--- src/hw/tlp_pkg.sv ---
`default_nettype none

package tlp_pkg;

  // byte counts cover a full 4 KB read plus one
  localparam int BCNT_W = 13;

  // read completion boundary in bytes
  localparam int RCB_BYTES = 128;

  // pending-read FIFO word, msb first
  typedef struct packed {
    logic        is_uns_rd_size;
    logic [3:0]  lbe;
    logic [2:0]  tc;
    logic [1:0]  attr;
    logic [3:0]  fbe;
    logic [10:0] dwlen;
    logic [15:0] requester_id;
    logic        is_flush;
    logic [4:0]  addr_dw;
    logic [1:0]  rsvd0;
    logic [7:0]  tag;
  } pndg_rd_t;

  // command FIFO completion header, msb first
  typedef struct packed {
    logic [2:0]  rsvd0;
    logic [1:0]  attr;
    logic [8:0]  dw_len;
    logic [2:0]  tc;
    logic [11:0] remain_bytes;
    logic        is_flush;
    logic        cpl_mark;
    logic [35:0] rsvd1;
    logic        is_uns_rd_size;
    logic [15:0] requester_id;
    logic [7:0]  tag;
    logic [6:0]  lower_addr;
  } cpl_hdr_t;

endpackage

`default_nettype wire

--- src/hw/txresp_pkg.sv ---
`default_nettype none

package txresp_pkg;

  // kind of completion the splitter is working on
  typedef enum logic [1:0] {
    CPL_FIRST = 2'd0,
    CPL_MAX   = 2'd1,
    CPL_LAST  = 2'd2
  } cpl_kind_t;

  // a header may be written while usedw is below this
  localparam int CMDFIFO_LIMIT = 8;

  // credit counters and their comparison window
  localparam int CREDIT_W      = 11;
  localparam int CREDIT_WINDOW = 1024;

endpackage

`default_nettype wire

--- src/hw/txresp_seg_if.sv ---
`timescale 1ns/1ps
`default_nettype none

interface txresp_seg_if;

  logic                      load;
  logic                      plan;
  logic [tlp_pkg::BCNT_W-1:0] seg_bytes;
  logic                      send;
  txresp_pkg::cpl_kind_t     kind;
  logic                      payload_ok;

  modport splitter (
    output load, plan, seg_bytes, send, kind,
    input  payload_ok
  );

  modport credit (
    input  load, plan, seg_bytes, send,
    output payload_ok
  );

  modport header (
    input load, send, kind, seg_bytes
  );

endinterface

`default_nettype wire

--- src/hw/tlp_txresp_cntrl.sv ---
`timescale 1ns/1ps
`default_nettype none

module tlp_txresp_cntrl #(
  parameter int CPLBUF_ADDR_W = 9,
  parameter int BEAT_BYTES    = 16
) (
  input  wire logic                AvlClk_i,
  input  wire logic                Rstn_i,
  input  wire logic                RxPndgRdFifoEmpty_i,
  input  wire logic [56:0]         RxPndgRdFifoDato_i,
  output logic                     RxPndgRdFifoRdReq_o,
  input  wire logic                TxReadDataValid_i,
  output logic [98:0]              CplReqHeader_o,
  output logic                     CplReqWr_o,
  output logic [CPLBUF_ADDR_W-1:0] CplRamWrAddr_o,
  input  wire logic [3:0]          CmdFifoUsedw_i,
  input  wire logic                CmdFifoBusy_i,
  input  wire logic [31:0]         DevCsr_i,
  output logic                     TxRespIdle_o
);

  tlp_pkg::pndg_rd_t desc;
  tlp_pkg::cpl_hdr_t hdr;
  logic [2:0]        first_mask;
  logic [2:0]        last_mask;
  logic [6:0]        lower_addr;

  txresp_seg_if seg_if ();

  // descriptor is captured on the read strobe of the show-ahead FIFO
  txresp_req_decode u_req_decode (
    .AvlClk_i     (AvlClk_i),
    .Rstn_i       (Rstn_i),
    .load_i       (RxPndgRdFifoRdReq_o),
    .rd_word_i    (RxPndgRdFifoDato_i),
    .desc_o       (desc),
    .first_mask_o (first_mask),
    .last_mask_o  (last_mask),
    .lower_addr_o (lower_addr)
  );

  txresp_split_fsm u_split_fsm (
    .AvlClk_i      (AvlClk_i),
    .Rstn_i        (Rstn_i),
    .fifo_empty_i  (RxPndgRdFifoEmpty_i),
    .dev_csr_mps_i (DevCsr_i[7:5]),
    .cmd_busy_i    (CmdFifoBusy_i),
    .cmd_usedw_i   (CmdFifoUsedw_i),
    .desc_i        (desc),
    .rd_req_o      (RxPndgRdFifoRdReq_o),
    .idle_o        (TxRespIdle_o),
    .seg           (seg_if.splitter)
  );

  txresp_credit_tracker #(
    .CPLBUF_ADDR_W (CPLBUF_ADDR_W),
    .BEAT_BYTES    (BEAT_BYTES)
  ) u_credit_tracker (
    .AvlClk_i      (AvlClk_i),
    .Rstn_i        (Rstn_i),
    .data_valid_i  (TxReadDataValid_i),
    .desc_i        (desc),
    .seg           (seg_if.credit),
    .cplbuf_addr_o (CplRamWrAddr_o)
  );

  txresp_hdr_build u_hdr_build (
    .AvlClk_i     (AvlClk_i),
    .Rstn_i       (Rstn_i),
    .desc_i       (desc),
    .first_mask_i (first_mask),
    .last_mask_i  (last_mask),
    .lower_addr_i (lower_addr),
    .seg          (seg_if.header),
    .hdr_o        (hdr),
    .hdr_wr_o     (CplReqWr_o)
  );

  assign CplReqHeader_o = hdr;

endmodule

`default_nettype wire

--- src/hw/txresp_credit_tracker.sv ---
`timescale 1ns/1ps
`default_nettype none

module txresp_credit_tracker #(
  parameter int CPLBUF_ADDR_W = 9,
  parameter int BEAT_BYTES    = 16
) (
  input  wire logic               AvlClk_i,
  input  wire logic               Rstn_i,
  input  wire logic               data_valid_i,
  input  wire tlp_pkg::pndg_rd_t  desc_i,
  txresp_seg_if.credit            seg,
  output logic [CPLBUF_ADDR_W-1:0] cplbuf_addr_o
);

  localparam int CW = txresp_pkg::CREDIT_W;

  logic [CW-1:0]            limit_q;
  logic [CW-1:0]            consumed_q;
  logic [CW-1:0]            required_q;
  logic [CW-1:0]            avail;
  logic [CW-1:0]            seg_credit;
  logic                     armed_q;
  logic                     payload_ok_q;
  logic                     carries_data;
  logic [CPLBUF_ADDR_W-1:0] addr_q;

  // flush and unsupported-size completions carry no read data
  assign carries_data = !desc_i.is_flush && !desc_i.is_uns_rd_size;
  assign seg_credit   = seg.seg_bytes[CW-1:0];
  assign avail        = limit_q - required_q;

  always_ff @(posedge AvlClk_i or negedge Rstn_i)
  begin
    if (!Rstn_i)
    begin
      limit_q      <= '0;
      consumed_q   <= '0;
      required_q   <= '0;
      armed_q      <= 1'b0;
      payload_ok_q <= 1'b0;
      addr_q       <= '0;
    end
    else
    begin
      if (data_valid_i)
      begin
        limit_q <= limit_q + CW'(BEAT_BYTES);
        addr_q  <= addr_q + 1'b1;
      end
      if (seg.send && carries_data)
        consumed_q <= consumed_q + seg_credit;
      if (seg.plan)
        required_q <= consumed_q + seg_credit;
      // only a planned segment can be granted
      if (seg.load || seg.send)
        armed_q <= 1'b0;
      else if (seg.plan)
        armed_q <= 1'b1;
      payload_ok_q <= armed_q && (avail <= CW'(txresp_pkg::CREDIT_WINDOW));
    end
  end

  assign seg.payload_ok = payload_ok_q;
  assign cplbuf_addr_o  = addr_q;

endmodule

`default_nettype wire

--- src/hw/txresp_hdr_build.sv ---
`timescale 1ns/1ps
`default_nettype none

module txresp_hdr_build (
  input  wire logic              AvlClk_i,
  input  wire logic              Rstn_i,
  input  wire tlp_pkg::pndg_rd_t desc_i,
  input  wire logic [2:0]        first_mask_i,
  input  wire logic [2:0]        last_mask_i,
  input  wire logic [6:0]        lower_addr_i,
  txresp_seg_if.header           seg,
  output tlp_pkg::cpl_hdr_t      hdr_o,
  output logic                   hdr_wr_o
);

  logic [tlp_pkg::BCNT_W-1:0] owed_q;
  logic [tlp_pkg::BCNT_W-1:0] masks;
  logic [tlp_pkg::BCNT_W-1:0] remain_d;
  logic [11:0]                remain_q;
  logic [6:0]                 lower_addr_q;
  logic                       first_q;
  logic                       first_sent;
  logic [8:0]                 dw_len;

  assign first_sent = seg.send && (seg.kind == txresp_pkg::CPL_FIRST);

  // first byte enable only trims the first completion
  assign masks = tlp_pkg::BCNT_W'(last_mask_i)
               + (first_q ? tlp_pkg::BCNT_W'(first_mask_i) : '0);

  assign remain_d = desc_i.is_flush ? 13'd1 : (owed_q - masks);

  always_ff @(posedge AvlClk_i or negedge Rstn_i)
  begin
    if (!Rstn_i)
      first_q <= 1'b0;
    else if (seg.load)
      first_q <= 1'b1;
    else if (first_sent)
      first_q <= 1'b0;
  end

  always_ff @(posedge AvlClk_i)
  begin
    if (seg.load)
      owed_q <= {desc_i.dwlen, 2'b00};
    else if (seg.send)
      owed_q <= owed_q - seg.seg_bytes;
    // a full 4 KB count wraps to zero as the header expects
    remain_q <= remain_d[11:0];
    if (seg.load)
      lower_addr_q <= lower_addr_i;
    else if (first_sent)
      lower_addr_q <= '0;
  end

  always_comb
  begin
    if (desc_i.is_uns_rd_size)
      dw_len = 9'd0;
    else if (desc_i.is_flush)
      dw_len = 9'd1;
    else
      dw_len = seg.seg_bytes[10:2];
  end

  always_comb
  begin
    hdr_o                = '0;
    hdr_o.attr           = desc_i.attr;
    hdr_o.dw_len         = dw_len;
    hdr_o.tc             = desc_i.tc;
    hdr_o.remain_bytes   = remain_q;
    hdr_o.is_flush       = desc_i.is_flush;
    hdr_o.cpl_mark       = 1'b1;
    hdr_o.is_uns_rd_size = desc_i.is_uns_rd_size;
    hdr_o.requester_id   = desc_i.requester_id;
    hdr_o.tag            = desc_i.tag;
    hdr_o.lower_addr     = lower_addr_q;
  end

  assign hdr_wr_o = seg.send;

endmodule

`default_nettype wire

--- src/hw/txresp_req_decode.sv ---
`timescale 1ns/1ps
`default_nettype none

module txresp_req_decode (
  input  wire logic              AvlClk_i,
  input  wire logic              Rstn_i,
  input  wire logic              load_i,
  input  wire tlp_pkg::pndg_rd_t rd_word_i,
  output tlp_pkg::pndg_rd_t      desc_o,
  output logic [2:0]             first_mask_o,
  output logic [2:0]             last_mask_o,
  output logic [6:0]             lower_addr_o
);

  tlp_pkg::pndg_rd_t desc_q;
  logic [2:0]        first_mask_d;
  logic [2:0]        last_mask_d;
  logic [6:0]        lower_addr_d;

  // bytes disabled at the start of the first dword
  always_comb
  begin
    case (rd_word_i.fbe)
      4'b0001, 4'b0010, 4'b0100, 4'b1000: first_mask_d = 3'd3;
      4'b0011, 4'b0110, 4'b1100:          first_mask_d = 3'd2;
      4'b0111, 4'b1110:                   first_mask_d = 3'd1;
      default:                            first_mask_d = 3'd0;
    endcase
  end

  // bytes disabled at the end of the last dword
  always_comb
  begin
    case (rd_word_i.lbe)
      4'b0111: last_mask_d = 3'd1;
      4'b0011: last_mask_d = 3'd2;
      4'b0001: last_mask_d = 3'd3;
      default: last_mask_d = 3'd0;
    endcase
  end

  // low address of the first enabled byte, flush stays dword aligned
  always_comb
  begin
    lower_addr_d = {rd_word_i.addr_dw, 2'b00};
    if (!rd_word_i.is_flush)
    begin
      if (rd_word_i.fbe[0])
        lower_addr_d[1:0] = 2'b00;
      else if (rd_word_i.fbe[1])
        lower_addr_d[1:0] = 2'b01;
      else if (rd_word_i.fbe[2])
        lower_addr_d[1:0] = 2'b10;
      else if (rd_word_i.fbe[3])
        lower_addr_d[1:0] = 2'b11;
    end
  end

  always_ff @(posedge AvlClk_i)
  begin
    if (load_i)
      desc_q <= rd_word_i;
  end

  always_ff @(posedge AvlClk_i or negedge Rstn_i)
  begin
    if (!Rstn_i)
    begin
      first_mask_o <= '0;
      last_mask_o  <= '0;
      lower_addr_o <= '0;
    end
    else if (load_i)
    begin
      first_mask_o <= first_mask_d;
      last_mask_o  <= last_mask_d;
      lower_addr_o <= lower_addr_d;
    end
  end

  assign desc_o = desc_q;

endmodule

`default_nettype wire

--- src/hw/txresp_split_fsm.sv ---
`timescale 1ns/1ps
`default_nettype none

module txresp_split_fsm (
  input  wire logic              AvlClk_i,
  input  wire logic              Rstn_i,
  input  wire logic              fifo_empty_i,
  input  wire logic [2:0]        dev_csr_mps_i,
  input  wire logic              cmd_busy_i,
  input  wire logic [3:0]        cmd_usedw_i,
  input  wire tlp_pkg::pndg_rd_t desc_i,
  output logic                   rd_req_o,
  output logic                   idle_o,
  txresp_seg_if.splitter         seg
);

  typedef enum logic [2:0] {
    ST_IDLE,
    ST_RD_FIFO,
    ST_LD_BCNT,
    ST_WAIT_DATA,
    ST_WAIT,
    ST_PIPE,
    ST_SEND,
    ST_DONE
  } state_t;

  state_t                     state_q;
  state_t                     state_d;
  logic                       first_q;
  logic [tlp_pkg::BCNT_W-1:0] curr_bcnt_q;
  logic [tlp_pkg::BCNT_W-1:0] seg_bytes_q;
  logic [tlp_pkg::BCNT_W-1:0] seg_bytes_d;
  txresp_pkg::cpl_kind_t      kind_q;
  txresp_pkg::cpl_kind_t      kind_d;
  logic [tlp_pkg::BCNT_W-1:0] max_payload;
  logic [tlp_pkg::BCNT_W-1:0] bytes_to_rcb;
  logic                       cmd_ok;
  logic                       no_data;

  assign cmd_ok  = !cmd_busy_i && (cmd_usedw_i < 4'(txresp_pkg::CMDFIFO_LIMIT));
  assign no_data = desc_i.is_flush || desc_i.is_uns_rd_size;

  // max payload field of the device control register
  assign max_payload = (dev_csr_mps_i == 3'd0) ? 13'd128 : 13'd256;

  assign bytes_to_rcb = tlp_pkg::BCNT_W'(tlp_pkg::RCB_BYTES)
                      - tlp_pkg::BCNT_W'({desc_i.addr_dw, 2'b00});

  // pick the next segment from what is still owed
  always_comb
  begin
    if (no_data)
    begin
      kind_d      = txresp_pkg::CPL_LAST;
      seg_bytes_d = curr_bcnt_q;
    end
    else if (first_q && (curr_bcnt_q > bytes_to_rcb))
    begin
      kind_d      = txresp_pkg::CPL_FIRST;
      seg_bytes_d = bytes_to_rcb;
    end
    else if (first_q || (curr_bcnt_q <= max_payload))
    begin
      kind_d      = txresp_pkg::CPL_LAST;
      seg_bytes_d = curr_bcnt_q;
    end
    else
    begin
      kind_d      = txresp_pkg::CPL_MAX;
      seg_bytes_d = max_payload;
    end
  end

  always_comb
  begin
    state_d = state_q;
    case (state_q)
      ST_IDLE:
        if (!fifo_empty_i)
          state_d = ST_RD_FIFO;
      ST_RD_FIFO:
        state_d = ST_LD_BCNT;
      ST_LD_BCNT:
        state_d = ST_WAIT_DATA;
      ST_WAIT_DATA:
        if (cmd_ok)
          state_d = no_data ? ST_SEND : ST_WAIT;
      ST_WAIT:
        state_d = ST_PIPE;
      ST_PIPE:
        if (seg.payload_ok && cmd_ok)
          state_d = ST_SEND;
      ST_SEND:
        if ((kind_q == txresp_pkg::CPL_LAST) || (curr_bcnt_q == seg_bytes_q))
          state_d = ST_DONE;
        else
          state_d = ST_WAIT_DATA;
      ST_DONE:
        state_d = ST_IDLE;
      default:
        state_d = ST_IDLE;
    endcase
  end

  always_ff @(posedge AvlClk_i or negedge Rstn_i)
  begin
    if (!Rstn_i)
    begin
      state_q     <= ST_IDLE;
      first_q     <= 1'b0;
      curr_bcnt_q <= '0;
      seg_bytes_q <= '0;
      kind_q      <= txresp_pkg::CPL_FIRST;
    end
    else
    begin
      state_q <= state_d;
      if (state_q == ST_LD_BCNT)
      begin
        first_q     <= 1'b1;
        curr_bcnt_q <= {desc_i.dwlen, 2'b00};
      end
      else if (state_q == ST_SEND)
      begin
        first_q     <= 1'b0;
        curr_bcnt_q <= curr_bcnt_q - seg_bytes_q;
      end
      // segment is frozen at the split decision
      if ((state_q == ST_WAIT_DATA) && cmd_ok)
      begin
        seg_bytes_q <= seg_bytes_d;
        kind_q      <= kind_d;
      end
    end
  end

  assign rd_req_o      = (state_q == ST_RD_FIFO);
  assign idle_o        = (state_q == ST_IDLE) && fifo_empty_i;
  assign seg.load      = (state_q == ST_LD_BCNT);
  assign seg.plan      = (state_q == ST_WAIT);
  assign seg.send      = (state_q == ST_SEND);
  assign seg.seg_bytes = seg_bytes_q;
  assign seg.kind      = kind_q;

endmodule

`default_nettype wire

--- config.mk ---
export PLATFORM = sky130hd
export DESIGN_NAME = tlp_txresp_cntrl
export DESIGN_NICKNAME = d
export VERILOG_FILES = /design/src/hw/tlp_pkg.sv /design/src/hw/txresp_pkg.sv /design/src/hw/txresp_seg_if.sv /design/src/hw/tlp_txresp_cntrl.sv /design/src/hw/txresp_credit_tracker.sv /design/src/hw/txresp_hdr_build.sv /design/src/hw/txresp_req_decode.sv /design/src/hw/txresp_split_fsm.sv
export SDC_FILE = /design/constraint.sdc
export NUM_CORES = 1
export LEC_CHECK = 0
export BUFFER_PORTS_ARGS = -buffer_cell sky130_fd_sc_hd__clkbuf_2
export CAP_MARGIN = 20
export CORE_ASPECT_RATIO = 0.75
export CORE_MARGIN = 3
export CORE_UTILIZATION = 49
export DETAILED_ROUTE_END_ITERATION = 10
export PLACE_DENSITY_LB_ADDON = 0.25
export SETUP_SLACK_MARGIN = 0.4
export SYNTH_ARGS = -nofsm -noshare
export SYNTH_HDL_FRONTEND = slang
export SYNTH_SLANG_ARGS = --single-unit
--- constraint.sdc ---
create_clock -name AvlClk_i -period 2.4 [get_ports AvlClk_i]
set_input_delay 0.36 -clock AvlClk_i [delete_from_list [all_inputs] [get_ports AvlClk_i]]
set_output_delay 0.36 -clock AvlClk_i [all_outputs]
set_load 0.02 [all_outputs]
==> results.json <==
{
  "clock_latency_ns": 0.44,
  "vias": 6832,
  "grt_usage_pct": 22.6,
  "fin_ws_ns": -0.324,
  "grt_overflow": 0,
  "avgViaCountPerCell": 5.20,
  "startpoint_type": "flop",
  "ys_ff_latch": 162,
  "postSynth.asyncResetShare_pct": 51.9,
  "rsz0062_at_grt": "true",
  "final_cell_area_mm2": 0.0115,
  "syn_inst": 858,
  "finalCriticalPeriod_ns": 2.72,
  "hold_viol_final": 0,
  "maxCapViolations": 0,
  "die_w_um": 162,
  "cts.sinks": 162,
  "ios": 209,
  "yosysWarnings": 0,
  "p_total_mw": 6.66,
  "clock_skew_ns": 0.00958,
  "diodes": 0,
  "core_mm2": 0.0178,
  "ant_nets": 0,
  "cts_root_buf": "clkbuf_16",
  "final.fill_count": 1411,
  "crit_chain": "buf_4 -> nor3_1 -> xor2_1 -> ha_1 -> and4b_1 -> nand2_1 -> o21ai_1 -> a41o_1 -> a21oi_4 -> nor2_4 -> a211o_1",
  "wire_per_inst_um": 17.0,
  "reg2reg_from": "u_req_decode.desc_o[10]",
  "crit_required_ns": 2.72,
  "setup_viol": 21,
  "cpMaxStageDelayCell": "edfxtp_1",
  "final_cell_count_no_fill": 1314,
  "syn_area_mm2": 0.00891,
  "initial_utilization_pct": 50.2,
  "drt_iter0_drc": 488,
  "synthFlopType": "dfrtp_1",
  "htree_num_levels": 4,
  "die-area_mm2": 0.0199,
  "cp.arrival_ns": 3.05,
  "cp-end-kind": "flop",
  "synth_cell_types": 70,
  "maxSlewViolCount": 0,
  "std_cell_rows": 42,
  "synth_area_per_cell_um2": 10.4,
  "hp-class": "input pin to flop",
  "p_leak_nw": 5.30,
  "wl_um": 22300,
  "dp_cells": 1235,
  "die_h_um": 123,
  "vdd_ir_drop_max_uv": 411,
  "regArea_mm2": 0.00431,
  "cp_max_fo": 6,
  "multiInputGateArea_mm2": 0.00454,
  "layout.nets": 1220,
  "antenna_found_initial": 0,
  "r2r_setup_slack_ns": -0.32,
  "drive_above_1_share_pct": 36.8,
  "p_per_area_mw_per_mm2": 578,
  "fin_crit_sh_pct": 113,
  "place_area_mm2": 0.00996,
  "drc_errors": 0,
  "slew_headroom_pct": 58.2,
  "gp_congestion": 0.884,
  "violations": "negative setup slack",
  "place_hpwl_um": 15700,
  "firstDrtPassIters": 5,
  "grt_pass1_wl_um": 34800,
  "grt_pass1_vias": 6512,
  "status": "finished with violations",
  "fmax_ghz": 0.367,
  "seq_area_frac_synth_pct": 48.3,
  "io_buffer_count": 134,
  "min-delay-start": "RxPndgRdFifoDato_i[1]",
  "cts_inserted_buffers": 17,
  "startpoint": "u_req_decode.desc_o[10]",
  "worst_slew_pin_slew_ns": 0.621,
  "synth_edf_count": 64,
  "cp_slowest_stage_delay_ns": 0.41,
  "grt_max_degree": 36,
  "clkTransAtPathRegs_ns": 0.07,
  "cts_tree": "built",
  "crit_type": "flop to flop",
  "area_delta_synth_final_pct": 29.5,
  "cts_buffer_depth": 2
}
-- layout make-up --
| cell class | instances | share of cell area [%] |
|---|---|---|
| well taps | 242 | 2.63 |
| repair buffers | 236 | 13.6 |
| multi-input cells | 594 | 39.4 |
| clock buffers | 18 | 3.72 |
| clock inverters | 14 | 1.62 |
| flip-flops and latches | 162 | 37.4 |
| inverters | 48 | 1.70 |
-- Yosys cell counts (6+ instances only) --
| cell | instances | area (µm²) |
|---|---|---|
| nand2_1 | 99 | 372 |
| dfrtp_1 | 84 | 2100 |
| buf_4 | 71 | 533 |
| edfxtp_1 | 64 | 1920 |
| ha_1 | 58 | 726 |
| nor2_1 | 55 | 206 |
| inv_1 | 44 | 165 |
| a21oi_1 | 38 | 190 |
| xnor2_1 | 30 | 263 |
| o21ai_0 | 24 | 120 |
| o21ai_1 | 24 | 120 |
| xor2_1 | 20 | 175 |
| clkbuf_1 | 17 | 63.8 |
| a21o_1 | 15 | 113 |
| and3_1 | 14 | 87.6 |
| dfxtp_1 | 14 | 280 |
| nor2b_1 | 13 | 81.3 |
| nor3_1 | 13 | 65.1 |
| nand3_1 | 11 | 55.1 |
| nand4_1 | 11 | 68.8 |
| o21a_1 | 10 | 75.1 |
| mux2i_1 | 8 | 80.1 |
| nand2b_1 | 8 | 50.1 |
| o31ai_1 | 8 | 60.1 |
| a22o_1 | 7 | 61.3 |
| mux2_1 | 7 | 78.8 |
| or3_1 | 7 | 43.8 |
| mux2_2 | 6 | 67.6 |
| nor4_1 | 6 | 37.5 |
-- cells by family (layout without fill, tap and decap cells) --
family,after synthesis,after routing,synth area share [%]
fa+ha+maj,63,63,9.27
other cells,2,40,0.0843
mux,21,21,2.54
flops,162,162,48.3
compound gates,166,166,12.2
simple gates,253,254,13.4
xor+xnor,50,50,4.92
buf+inv,141,316,9.31
-- per-stage QoR --
step | utilization (%) | setup TNS, ns | setup slack (ns) | hold slack, ns
2_1_floorplan | - | -0.644 | -0.0612 | 0.0644
3_3_place_gp | 56.1 | -2.20 | -0.185 | 0.292
3_5_place_dp | 56.1 | -4.41 | -0.349 | 0.292
4_1_cts | 62.6 | -3.29 | -0.256 | 0.0789
5_1_grt | 64.9 | -6.29 | -0.413 | 0.0746
6_report | 64.9 | -3.98 | -0.324 | 0.0921
-- placed cells by master (no fill, tap or decap), types with 14 or more instances in the layout --
cell       Yosys  routed
nand2_1       99      94
buf_6          1      20
nor2_1        55      48
inv_1         44      33
o21ai_0       24      24
clkbuf_2       0     128
clkbuf_16      0      17
edfxtp_1      64      64
conb_1         2      40
dfrtp_1       84      78
o21ai_1       24      18
ha_1          58      39
xnor2_1       30      21
and3_1        14      14
xor2_1        20      18
a21o_1        15      15
buf_4         71      81
a21oi_1       38      27
-- critical path, delay by kind of cell, from the launching register on --
kind | cells | cell delay (ns)
adder cells (fa/ha/maj) | 1 | 0.26
AND/OR/NAND/NOR | 4 | 0.71
buffers and inverters | 1 | 0.16
XOR/XNOR | 1 | 0.24
AO/OA/AOI/OAI | 4 | 0.83
flip-flops | 1 | 0.41
-- repair_timing --
item | in CTS | in global routing
resized for setup | 66 | 68
setup endpoints to repair | 62 | 64
endpoints found under the hold margin | 19 | 0
pin swaps | 49 | 60
setup buffers | 25 | 20
cloned | 1 | 0
hold buffers | 1 | 0
-- layer usage --
| metal | track usage, % | up-vias | part of all wire (%) |
|---|---|---|---|
| li1 | - | 3306 | - |
| met1 | 33.3 | 3252 | 47 |
| met2 | 33.6 | 261 | 44 |
| met3 | 6.38 | 13 | 8.1 |
| met4 | 4.79 | 0 | 0.64 |
| met5 | 0 | - | 0 |
-- report_power, final --
part / internal, mW / switching (mW) / leakage (nW)
clock: 1.60 / 1.28 / 0.300
combinational: 0.290 / 0.372 / 3.29
sequential: 2.99 / 0.139 / 1.71
-- flip-flops by register name (all words and copies together), names as in the netlist --
name,cells
u_split_fsm.seg.seg_bytes,13
u_hdr_build.owed_q,12
u_credit_tracker.consumed_q,11
u_hdr_build.remain_q,12
u_credit_tracker.required_q,11
u_split_fsm.state_q,3
u_hdr_build.lower_addr_q,7
u_credit_tracker.limit_q,7
u_req_decode.first_mask_o,2
u_req_decode.last_mask_o,2
u_hdr_build.first_q,1
u_split_fsm.seg.kind,2
u_req_decode.lower_addr_o,7
u_credit_tracker.seg.payload_ok,1
u_split_fsm.first_q,1
u_req_decode.desc_o,47
u_credit_tracker.cplbuf_addr_o,9
u_credit_tracker.armed_q,1
u_split_fsm.curr_bcnt_q,13
-- final timing paths --
path	end	cells after the start
max	u_split_fsm.seg.seg_bytes[7]	11
min	u_req_decode.desc_o[1]	1
max reg2reg	u_split_fsm.seg.seg_bytes[7]	11
min reg2reg	u_req_decode.lower_addr_o[3]	2
max in group asynchronous	u_split_fsm.state_q[1]	3
min in group asynchronous	u_split_fsm.curr_bcnt_q[3]	2
No activity file was read; power rests on OpenSTA's default activity.
